`src/design/sms_host_params.svh`:
```
/*
 * SMS / Game Gear host glue constants
 * Enable pattern length, backup geometry, cartridge header size,
 * address widths and the download index codes
 */
`ifndef SMS_HOST_PARAMS_SVH
`define SMS_HOST_PARAMS_SVH

// Clock enable pattern, in clk_sys cycles
`define CE_PERIOD       30

// Backup RAM on the SD image
`define BK_SECTORS      64
`define BK_LBA_W        6

// Copier header prepended to some dumps
`define CART_HDR_BYTES  512

// Address widths
`define ROM_AW          22
`define IOCTL_AW        25

// Download indexes
`define IDX_CHEAT       8'hff
`define IDX_GG          5'd2   // Low five bits of a cartridge index
`define IDX_SYSE        5'd3

`endif

```
`src/design/sms_host_pkg.sv`:
```
/*
 * SMS / Game Gear host glue types
 * Download bus, clock enables, SD request, ROM write port and the
 * cheat code word with its field and byte views
 */
`include "sms_host_params.svh"

package sms_host_pkg;

	typedef struct packed {
		logic                 wr;        // One-cycle byte strobe
		logic [`IOCTL_AW-1:0] addr;
		logic [7:0]           dout;
		logic                 download;  // High for the whole transfer
		logic [7:0]           index;
	} ioctl_bus_t;

	typedef struct packed {
		logic cpu;
		logic vdp;
		logic pix;
		logic sp;
	} ce_t;

	typedef enum logic [1:0] {
		SYS_SMS,
		SYS_GG,
		SYS_SYSE
	} sys_kind_t;

	typedef struct packed {
		logic                 rd;
		logic                 wr;
		logic [`BK_LBA_W-1:0] lba;
	} sd_req_t;

	// Flags in the top word
	typedef struct packed {
		logic [31:0] flags;
		logic [31:0] addr;
		logic [31:0] compare;
		logic [31:0] replace;
	} cheat_fields_t;

	typedef union packed {
		cheat_fields_t   f;
		logic [15:0][7:0] b;  // Byte view, b[15] is the top of flags
	} cheat_code_t;

	typedef struct packed {
		logic               req;  // Toggles once per byte
		logic [`ROM_AW-1:0] waddr;
		logic [7:0]         data;
	} rom_wr_t;

endpackage

```
`src/design/backup_transfer.sv`:
```
/*
 * Backup RAM sector sequencer
 * Walks all backup sectors on the SD image in one direction, raising
 * a read or write per sector and stepping on each falling ack
 */
`timescale 1ns/1ps
`include "sms_host_params.svh"

module backup_transfer (
	input  logic                  clk_sys,
	input  logic                  rst,
	input  logic                  bk_start,
	input  logic                  bk_dir_load,
	input  logic                  sd_ack,
	output sms_host_pkg::sd_req_t sd,
	output logic                  bk_busy,
	output logic                  bk_loading
);

	typedef enum logic {
		ST_IDLE,
		ST_XFER
	} bk_state_t;

	localparam logic [`BK_LBA_W-1:0] LAST_LBA = `BK_LBA_W'(`BK_SECTORS - 1);

	bk_state_t state;
	logic      ack_d;

	assign bk_busy = (state == ST_XFER);

	always_ff @(posedge clk_sys) begin
		if (rst) begin
			state      <= ST_IDLE;
			ack_d      <= 1'b0;
			bk_loading <= 1'b0;
			sd         <= '0;
		end else begin
			ack_d <= sd_ack;
			// Request is taken once ack rises
			if (sd_ack & ~ack_d) begin
				sd.rd <= 1'b0;
				sd.wr <= 1'b0;
			end

			case (state)
				ST_IDLE: begin
					if (bk_start) begin
						state      <= ST_XFER;
						bk_loading <= bk_dir_load;
						sd.lba     <= '0;
						sd.rd      <= bk_dir_load;
						sd.wr      <= ~bk_dir_load;
					end
				end
				ST_XFER: begin
					if (ack_d & ~sd_ack) begin  // Sector done
						if (sd.lba == LAST_LBA) begin
							state      <= ST_IDLE;
							bk_loading <= 1'b0;
						end else begin
							sd.lba <= sd.lba + 1'b1;
							sd.rd  <= bk_loading;
							sd.wr  <= ~bk_loading;
						end
					end
				end
				default: state <= ST_IDLE;
			endcase
		end
	end

endmodule

```
`src/design/cheat_loader.sv`:
```
/*
 * Cheat code loader
 * Gathers sixteen download bytes into one code word and strobes it
 * to the console once the last byte has landed
 */
`timescale 1ns/1ps

module cheat_loader (
	input  logic                      clk_sys,
	input  logic                      rst,
	input  sms_host_pkg::ioctl_bus_t  ioctl,
	input  logic                      code_download,
	output sms_host_pkg::cheat_code_t code,
	output logic                      code_valid
);

	logic       byte_in;
	logic [3:0] slot;
	logic       last_hit;

	assign byte_in = code_download & ioctl.wr;

	// Fields arrive flags first, each one little-endian
	assign slot = ioctl.addr[3:0] ^ 4'd12;

	always_ff @(posedge clk_sys) begin
		if (byte_in)
			code.b[slot] <= ioctl.dout;
	end

	// Strobe follows one cycle after the word is complete
	always_ff @(posedge clk_sys) begin
		if (rst) begin
			last_hit   <= 1'b0;
			code_valid <= 1'b0;
		end else begin
			last_hit   <= byte_in & (ioctl.addr[3:0] == 4'hf);
			code_valid <= last_hit;
		end
	end

endmodule

```
`src/design/clock_enables.sv`:
```
/*
 * Console clock enables
 * Divides clk_sys by a 30-cycle pattern into the sound, VDP, pixel
 * and CPU enables, one cycle wide each
 */
`timescale 1ns/1ps
`include "sms_host_params.svh"

module clock_enables (
	input  logic              clk_sys,
	input  logic              rst,
	output sms_host_pkg::ce_t ce
);

	logic [4:0] cnt;
	logic       cnt_wrap;

	assign cnt_wrap = (cnt == 5'(`CE_PERIOD - 1));

	always_ff @(posedge clk_sys) begin
		if (rst) begin
			cnt <= '0;
			ce  <= '0;
		end else begin
			cnt    <= cnt_wrap ? '0 : cnt + 5'd1;
			ce.sp  <= ~cnt[0];   // High while the count is odd
			ce.vdp <= 1'b0;
			ce.pix <= 1'b0;
			ce.cpu <= 1'b0;
			case (cnt)
				5'd4, 5'd14: ce.vdp <= 1'b1;  // Div 5
				5'd9: begin
					ce.vdp <= 1'b1;
					ce.pix <= 1'b1;
					ce.cpu <= 1'b1;
				end
				5'd19, 5'd29: begin
					ce.vdp <= 1'b1;
					ce.pix <= 1'b1;   // Div 10
				end
				5'd24: begin
					ce.vdp <= 1'b1;
					ce.cpu <= 1'b1;   // Div 15, late phase
				end
				default: ;
			endcase
		end
	end

endmodule

```
`src/design/core_ctrl.sv`:
```
/*
 * Host control
 * Classifies downloads, latches the system kind, holds the console
 * core in reset, and decides when a backup RAM load or save starts
 */
`timescale 1ns/1ps
`include "sms_host_params.svh"

module core_ctrl (
	input  logic                    clk_sys,
	input  logic                    rst,
	input  logic                    user_reset,
	input  sms_host_pkg::ioctl_bus_t ioctl,
	input  logic                    img_mounted,
	input  logic                    img_readonly,
	input  logic [63:0]             img_size,
	input  logic                    osd_open,
	input  logic                    autosave,
	input  logic                    bk_load_req,
	input  logic                    bk_save_req,
	input  logic                    nvram_we,
	input  logic                    bk_busy,
	input  logic                    bk_loading,
	output logic                    cart_download,
	output logic                    code_download,
	output sms_host_pkg::sys_kind_t sys_kind,
	output logic                    core_reset,
	output logic                    bk_ena,
	output logic                    bk_pending,
	output logic                    bk_start,
	output logic                    bk_dir_load
);
	import sms_host_pkg::*;

	logic cart_d;
	logic load_d;
	logic save_d;
	logic load;
	logic save;
	logic load_rise;
	logic save_rise;
	logic cart_end;

	assign cart_download = ioctl.download & ~|ioctl.index[7:2];
	assign code_download = ioctl.download & (ioctl.index == `IDX_CHEAT);

	assign load      = bk_load_req;
	assign save      = bk_save_req | (bk_pending & osd_open & autosave); // Autosave on menu open
	assign load_rise = load & bk_ena & ~load_d;
	assign save_rise = save & bk_ena & ~save_d;
	assign cart_end  = cart_d & ~cart_download;

	// ======================================================================
	// Cartridge state
	// ======================================================================
	always_ff @(posedge clk_sys) begin
		if (rst) begin
			cart_d   <= 1'b0;
			sys_kind <= SYS_SMS;
			bk_ena   <= 1'b0;
		end else begin
			cart_d <= cart_download;
			if (ioctl.wr & cart_download) begin
				if (ioctl.index[4:0] == `IDX_GG)
					sys_kind <= SYS_GG;
				else if (ioctl.index[4:0] == `IDX_SYSE)
					sys_kind <= SYS_SYSE;
				else
					sys_kind <= SYS_SMS;
			end
			if (cart_download & ~cart_d)
				bk_ena <= 1'b0;
			// Save image is mounted by the time the download runs
			if (cart_download & img_mounted & ~img_readonly)
				bk_ena <= 1'b1;
		end
	end

	// ======================================================================
	// Backup launch
	// ======================================================================
	always_ff @(posedge clk_sys) begin
		if (rst) begin
			load_d      <= 1'b0;
			save_d      <= 1'b0;
			bk_pending  <= 1'b0;
			bk_start    <= 1'b0;
			bk_dir_load <= 1'b0;
		end else begin
			load_d   <= load & bk_ena;
			save_d   <= save & bk_ena;
			bk_start <= 1'b0;

			if (bk_ena & ~osd_open & nvram_we)
				bk_pending <= 1'b1;
			else if (bk_busy)
				bk_pending <= 1'b0;

			if (~bk_busy) begin
				if (load_rise | save_rise) begin
					bk_start    <= 1'b1;
					bk_dir_load <= load;
				end
				// Fresh cartridge pulls its saved RAM in
				if (cart_end & |img_size & bk_ena) begin
					bk_start    <= 1'b1;
					bk_dir_load <= 1'b1;
				end
			end
		end
	end

	// Held through downloads and backup loads
	always_ff @(posedge clk_sys) begin
		if (rst)
			core_reset <= 1'b1;
		else
			core_reset <= user_reset | cart_download | bk_loading;
	end

endmodule

```
`src/design/rom_loader.sv`:
```
/*
 * Cartridge ROM loader
 * Streams download bytes to external memory over a toggle handshake,
 * builds the image size masks and maps core reads onto the image,
 * skipping a 512-byte copier header when one is present
 */
`timescale 1ns/1ps
`include "sms_host_params.svh"

module rom_loader (
	input  logic                     clk_sys,
	input  logic                     rst,
	input  sms_host_pkg::ioctl_bus_t ioctl,
	input  logic                     cart_download,
	input  logic                     rom_ack,
	input  logic [`ROM_AW-1:0]       rom_raddr,
	output sms_host_pkg::rom_wr_t    rom_wr,
	output logic                     ioctl_wait,
	output logic [`ROM_AW-1:0]       rom_maddr
);

	logic               cart_d;
	logic               wr_req;
	logic [`ROM_AW-1:0] wr_addr;
	logic [7:0]         wr_data;
	logic [`ROM_AW-1:0] mask;
	logic [`ROM_AW-1:0] mask512;
	logic               hdr;
	logic [`ROM_AW-1:0] dl_addr;
	logic               byte_in;

	assign dl_addr = ioctl.addr[`ROM_AW-1:0];
	assign byte_in = ioctl.wr & cart_download;
	assign rom_wr  = {wr_req, wr_addr, wr_data};

	// ======================================================================
	// Write handshake
	// ======================================================================
	always_ff @(posedge clk_sys) begin
		if (rst) begin
			cart_d     <= 1'b0;
			wr_req     <= 1'b0;
			wr_addr    <= '0;
			ioctl_wait <= 1'b0;
		end else begin
			cart_d <= cart_download;
			if (cart_download & ~cart_d) begin
				wr_addr <= '0;
			end else if (byte_in) begin
				ioctl_wait <= 1'b1;
				wr_req     <= ~wr_req;
			end else if (ioctl_wait && (wr_req == rom_ack)) begin
				ioctl_wait <= 1'b0;     // Memory has taken the byte
				wr_addr    <= wr_addr + 1'b1;
			end
		end
	end

	always_ff @(posedge clk_sys) begin
		if (byte_in)
			wr_data <= ioctl.dout;
	end

	// Size masks grow with every byte written
	always_ff @(posedge clk_sys) begin
		if (byte_in) begin
			if (ioctl.addr == '0)
				mask <= '0;
			else
				mask <= mask | dl_addr;
			if (ioctl.addr == `IOCTL_AW'(`CART_HDR_BYTES))
				mask512 <= '0;
			else
				mask512 <= mask512 | (dl_addr - `ROM_AW'(`CART_HDR_BYTES));
		end
	end

	// Address has moved past the last byte at download end
	always_ff @(posedge clk_sys) begin
		if (rst)
			hdr <= 1'b0;
		else if (cart_d & ~cart_download)
			hdr <= ioctl.addr[9];
	end

	assign rom_maddr = hdr ? (rom_raddr + `ROM_AW'(`CART_HDR_BYTES)) & mask512
	                       : rom_raddr & mask;

endmodule

```
`src/design/sms_core_host.sv`:
```
/*
 * SMS / Game Gear host glue, top level
 * Control block plus ROM loader, cheat loader, clock enables and
 * backup sector sequencer
 */
`timescale 1ns/1ps
`include "sms_host_params.svh"

module sms_core_host (
	input  logic                      clk_sys,
	input  logic                      rst,
	input  logic                      user_reset,
	input  sms_host_pkg::ioctl_bus_t  ioctl,
	input  logic                      rom_ack,
	input  logic [`ROM_AW-1:0]        rom_raddr,
	input  logic                      img_mounted,
	input  logic                      img_readonly,
	input  logic [63:0]               img_size,
	input  logic                      osd_open,
	input  logic                      autosave,
	input  logic                      bk_load_req,
	input  logic                      bk_save_req,
	input  logic                      nvram_we,
	input  logic                      sd_ack,
	output logic                      ioctl_wait,
	output sms_host_pkg::rom_wr_t     rom_wr,
	output logic [`ROM_AW-1:0]        rom_maddr,
	output sms_host_pkg::cheat_code_t code,
	output logic                      code_valid,
	output sms_host_pkg::ce_t         ce,
	output sms_host_pkg::sys_kind_t   sys_kind,
	output logic                      core_reset,
	output logic                      bk_pending,
	output sms_host_pkg::sd_req_t     sd
);

	logic cart_download;
	logic code_download;
	logic bk_start;
	logic bk_dir_load;
	logic bk_busy;
	logic bk_loading;

	core_ctrl i_core_ctrl (
		.clk_sys       (clk_sys),
		.rst           (rst),
		.user_reset    (user_reset),
		.ioctl         (ioctl),
		.img_mounted   (img_mounted),
		.img_readonly  (img_readonly),
		.img_size      (img_size),
		.osd_open      (osd_open),
		.autosave      (autosave),
		.bk_load_req   (bk_load_req),
		.bk_save_req   (bk_save_req),
		.nvram_we      (nvram_we),
		.bk_busy       (bk_busy),
		.bk_loading    (bk_loading),
		.cart_download (cart_download),
		.code_download (code_download),
		.sys_kind      (sys_kind),
		.core_reset    (core_reset),
		.bk_ena        (),
		.bk_pending    (bk_pending),
		.bk_start      (bk_start),
		.bk_dir_load   (bk_dir_load)
	);

	rom_loader i_rom_loader (
		.clk_sys       (clk_sys),
		.rst           (rst),
		.ioctl         (ioctl),
		.cart_download (cart_download),
		.rom_ack       (rom_ack),
		.rom_raddr     (rom_raddr),
		.rom_wr        (rom_wr),
		.ioctl_wait    (ioctl_wait),
		.rom_maddr     (rom_maddr)
	);

	cheat_loader i_cheat_loader (
		.clk_sys       (clk_sys),
		.rst           (rst),
		.ioctl         (ioctl),
		.code_download (code_download),
		.code          (code),
		.code_valid    (code_valid)
	);

	clock_enables i_clock_enables (
		.clk_sys (clk_sys),
		.rst     (rst),
		.ce      (ce)
	);

	backup_transfer i_backup_transfer (
		.clk_sys     (clk_sys),
		.rst         (rst),
		.bk_start    (bk_start),
		.bk_dir_load (bk_dir_load),
		.sd_ack      (sd_ack),
		.sd          (sd),
		.bk_busy     (bk_busy),
		.bk_loading  (bk_loading)
	);

endmodule

```
`config.mk`:
```
export PLATFORM = sky130hd
export DESIGN_NAME = sms_core_host
export DESIGN_NICKNAME = d
export VERILOG_FILES = /design/src/design/sms_host_pkg.sv /design/src/design/backup_transfer.sv /design/src/design/cheat_loader.sv /design/src/design/clock_enables.sv /design/src/design/core_ctrl.sv /design/src/design/rom_loader.sv /design/src/design/sms_core_host.sv
export VERILOG_INCLUDE_DIRS = /design/src /design/src/design
export SDC_FILE = /design/constraint.sdc
export NUM_CORES = 1
export LEC_CHECK = 0
export ABC_AREA = 1
export BUFFER_PORTS_ARGS = -buffer_cell sky130_fd_sc_hd__clkbuf_2
export CAP_MARGIN = 40
export CORE_MARGIN = 5
export CORE_UTILIZATION = 49
export DETAILED_ROUTE_END_ITERATION = 6
export PLACE_DENSITY_LB_ADDON = 0.15
export SYNTH_ARGS = -nofsm -noshare
export SYNTH_HDL_FRONTEND = slang
export SYNTH_SLANG_ARGS = --single-unit
export TNS_END_PERCENT = 1
```
`constraint.sdc`:
```
create_clock -name clk_sys -period 3.45 [get_ports clk_sys]
set_input_delay 0.345 -clock clk_sys [delete_from_list [all_inputs] [get_ports clk_sys]]
set_output_delay 0.345 -clock clk_sys [all_outputs]
set_load 0.01 [all_outputs]
```
==> metrics.yaml <==
cts-root-buf: "clkbuf_16"
final_cell_mix: "340 x clkbuf_2, 205 x nor2_1, 180 x edfxtp_1"
placed_area_sq_mm: 0.0116
viasPerCell: 4.95
drt_wl_total_um: 25000
setup_ws_ns: 0.650
syn_area_per_cell_sq_um: 10.6
clk_pin_slew_ns: 0.06
drt_iter0_drc: 348
dpl.cell_count: 1499
critical_path_arrival_ns: 2.46
slew_viol_final: 0
cp-start-kind: "register"
layout_commonest_cell: "clkbuf_2"
synthesis.nets: 1051
place_congestion: 0.833
tns_ns: 0
rsz0062_at_grt: "no"
fin_area_sq_mm: 0.0123
die_y_um: 150
grt-ovfl-total: 0
core_area_sq_mm: 0.0194
fp.dieW_um: 150
end_kind: "output pin"
vias: 7633
finalClockSkew_ns: 0.0155
fin_cells: 1543
fp-row-count: 51
areaGrowthSynthToFinish_pct: 28.5
powerDensity_mw_per_mm2: 462
hold_depth: 3
grtUsageTotal_pct: 21.7
yosysTopAreaCellShare_pct: 56.3
first_pass_iters: 5
critPathRequiredTime_ns: 3.11
crit_type: "register to output pin"
dieArea_sq_mm: 0.0225
ant_nets: 0
wl_per_cell_um: 16.2
hp-class: "input port to register"
yosysSeqAreaShare_pct: 68.2
layout_min_cycle_time_ns: 2.80
p_leak_nw: 5.18
rr_worst_depth: 10
tightest_slew_ns: 0.797
p_total_mw: 5.69
hpwl_um: 18700
synthesis.area_sq_mm: 0.00960
fin_crit_sh_pct: 81.2
numClockSinks: 237
wl_met1_um: 10000
clk_latency_ns: 0.52
finalSetupViolations: 0
synth_top_area_cell: "edfxtp_1"
vdd_drop_max_v: 0.000359
cts_max_path_buffers: 3
status: "finished, final reports clean"
dp_worst_setup_slack_ns: 0.881
nNetsFinal: 1409
cts_buffers: 24
timing.fmax_mhz: 357
wl_met2_um: 12300
relSlewSlack_pct: 46.5
ios: 340
maxCapViolCount: 0
cts_resized: 0
synth.distinct_cells: 42
highest_layer: "met4"
nFillCells: 1649
synth_warnings: 0
drcViolationCount: 0
crit_fanout: 26
ctsHoldBuffers: 0
wl_met3_um: 2070
ys_ff_latch: 237
final_layout_size_suffix_gt1_share_pct: 31.3
yosys-top-cells-area: "edfxtp_1 56%, dfxtp_1 12%, nor2_1 8.0%"
postCtsSetupBuffers: 0
cts_tree: "yes"
grt_pass1_vias: 7506
grt_max_degree: 33
antenna_found_initial: 0
whs_ns: 0.0331
buffer_ports.inserted: 339
antennaDiodeCount: 0
cts_max_level: 1
hold_violations: 0
grt_pass1_wl_um: 38500
utilization_pct: 63.6
initial_core_util_pct: 49.5
syn-instance-count: 902
==> cells in the mapped netlist, drive strengths merged <==
cell type,number
dfxtp,57
xnor2,2
nor4,3
a21oi,40
a31oi,8
nand3,44
and3,1
o21bai,3
a211oi,1
edfxtp,180
nand4,10
nand2,134
xor2,9
o21ai,45
nor3,25
or2,3
o22ai,1
nand3b,6
a41oi,1
clkbuf,5
nor3b,1
o31ai,2
nor2,209
o211ai,1
ha,8
a31o,1
o211a,2
clkinv,2
buf,8
inv,89
a32o,1
==> final timing paths <==
kind	from	endpoint	slack, ns
setup / recovery	i_rom_loader.hdr$_SDFFE_PP0N_	rom_maddr[12]	0.65
hold / removal	user_reset	i_core_ctrl.core_reset$_SDFF_PP1_	0.03
setup reg to reg	i_rom_loader.wr_addr[0]$_SDFFE_PP0P_	i_rom_loader.wr_addr[20]$_SDFFE_PP0P_	1.69
hold reg to reg	i_cheat_loader.last_hit$_SDFF_PP0_	i_cheat_loader.code_valid$_SDFF_PP0_	0.41
==> flip-flops by register name (all words and copies together), names as in the netlist, 2 cells and up <==
signal,cells
i_rom_loader.wr_addr,22
i_rom_loader.wr_data,8
i_rom_loader.mask,22
i_backup_transfer.sd,8
i_core_ctrl.sys_kind,2
i_rom_loader.mask512,22
i_cheat_loader.code,128
i_clock_enables.cnt,5
i_clock_enables.ce,4
==> layer usage <==
layer  global-route usage, %  vias up
met5                       0        -
met4                    5.90        0
met3                    4.88       44
met2                    37.4      275
met1                    27.7     3530
li1                        -     3784
==> area by class of cell <==
type | instances | area, sq um | area share [%]
timing repair buffer | 345 | 1750 | 14.2
clock buffer | 28 | 627 | 5.08
clock inverter | 16 | 104 | 0.842
sequential | 237 | 6550 | 53.1
inverter | 91 | 342 | 2.77
multi-input combinational | 561 | 2630 | 21.3
tap | 265 | 332 | 2.69
==> power breakdown <==
part           leakage [nW]  total, mW  internal [mW]  switching [mW]
clock network         0.350       2.37           1.31            1.06
logic                  2.76      0.252          0.101           0.151
registers              2.07       3.07           3.07         0.00518
==> worst max-delay path, stage by stage (launching register included) <==
cell,delay [ns]
dfxtp_1,0.30
buf_4,0.24
clkinv_1,0.69
nor3_1,0.41
a32o_1,0.17
clkbuf_2,0.13
==> kinds of logic (layout without fill, tap and decap cells) <==
logic type | count (synthesis) | count (layout) | synth area share (%)
and+or+nand+nor | 436 | 436 | 19.3
xor gates and xnor gates | 11 | 11 | 1.00
buffers and inverters | 104 | 480 | 4.41
DFF | 237 | 237 | 68.2
adders and majority gates | 8 | 8 | 1.04
AOI/OAI and AO/OA | 106 | 106 | 6.06
Note: power is estimated with default switching activity, not from simulation.
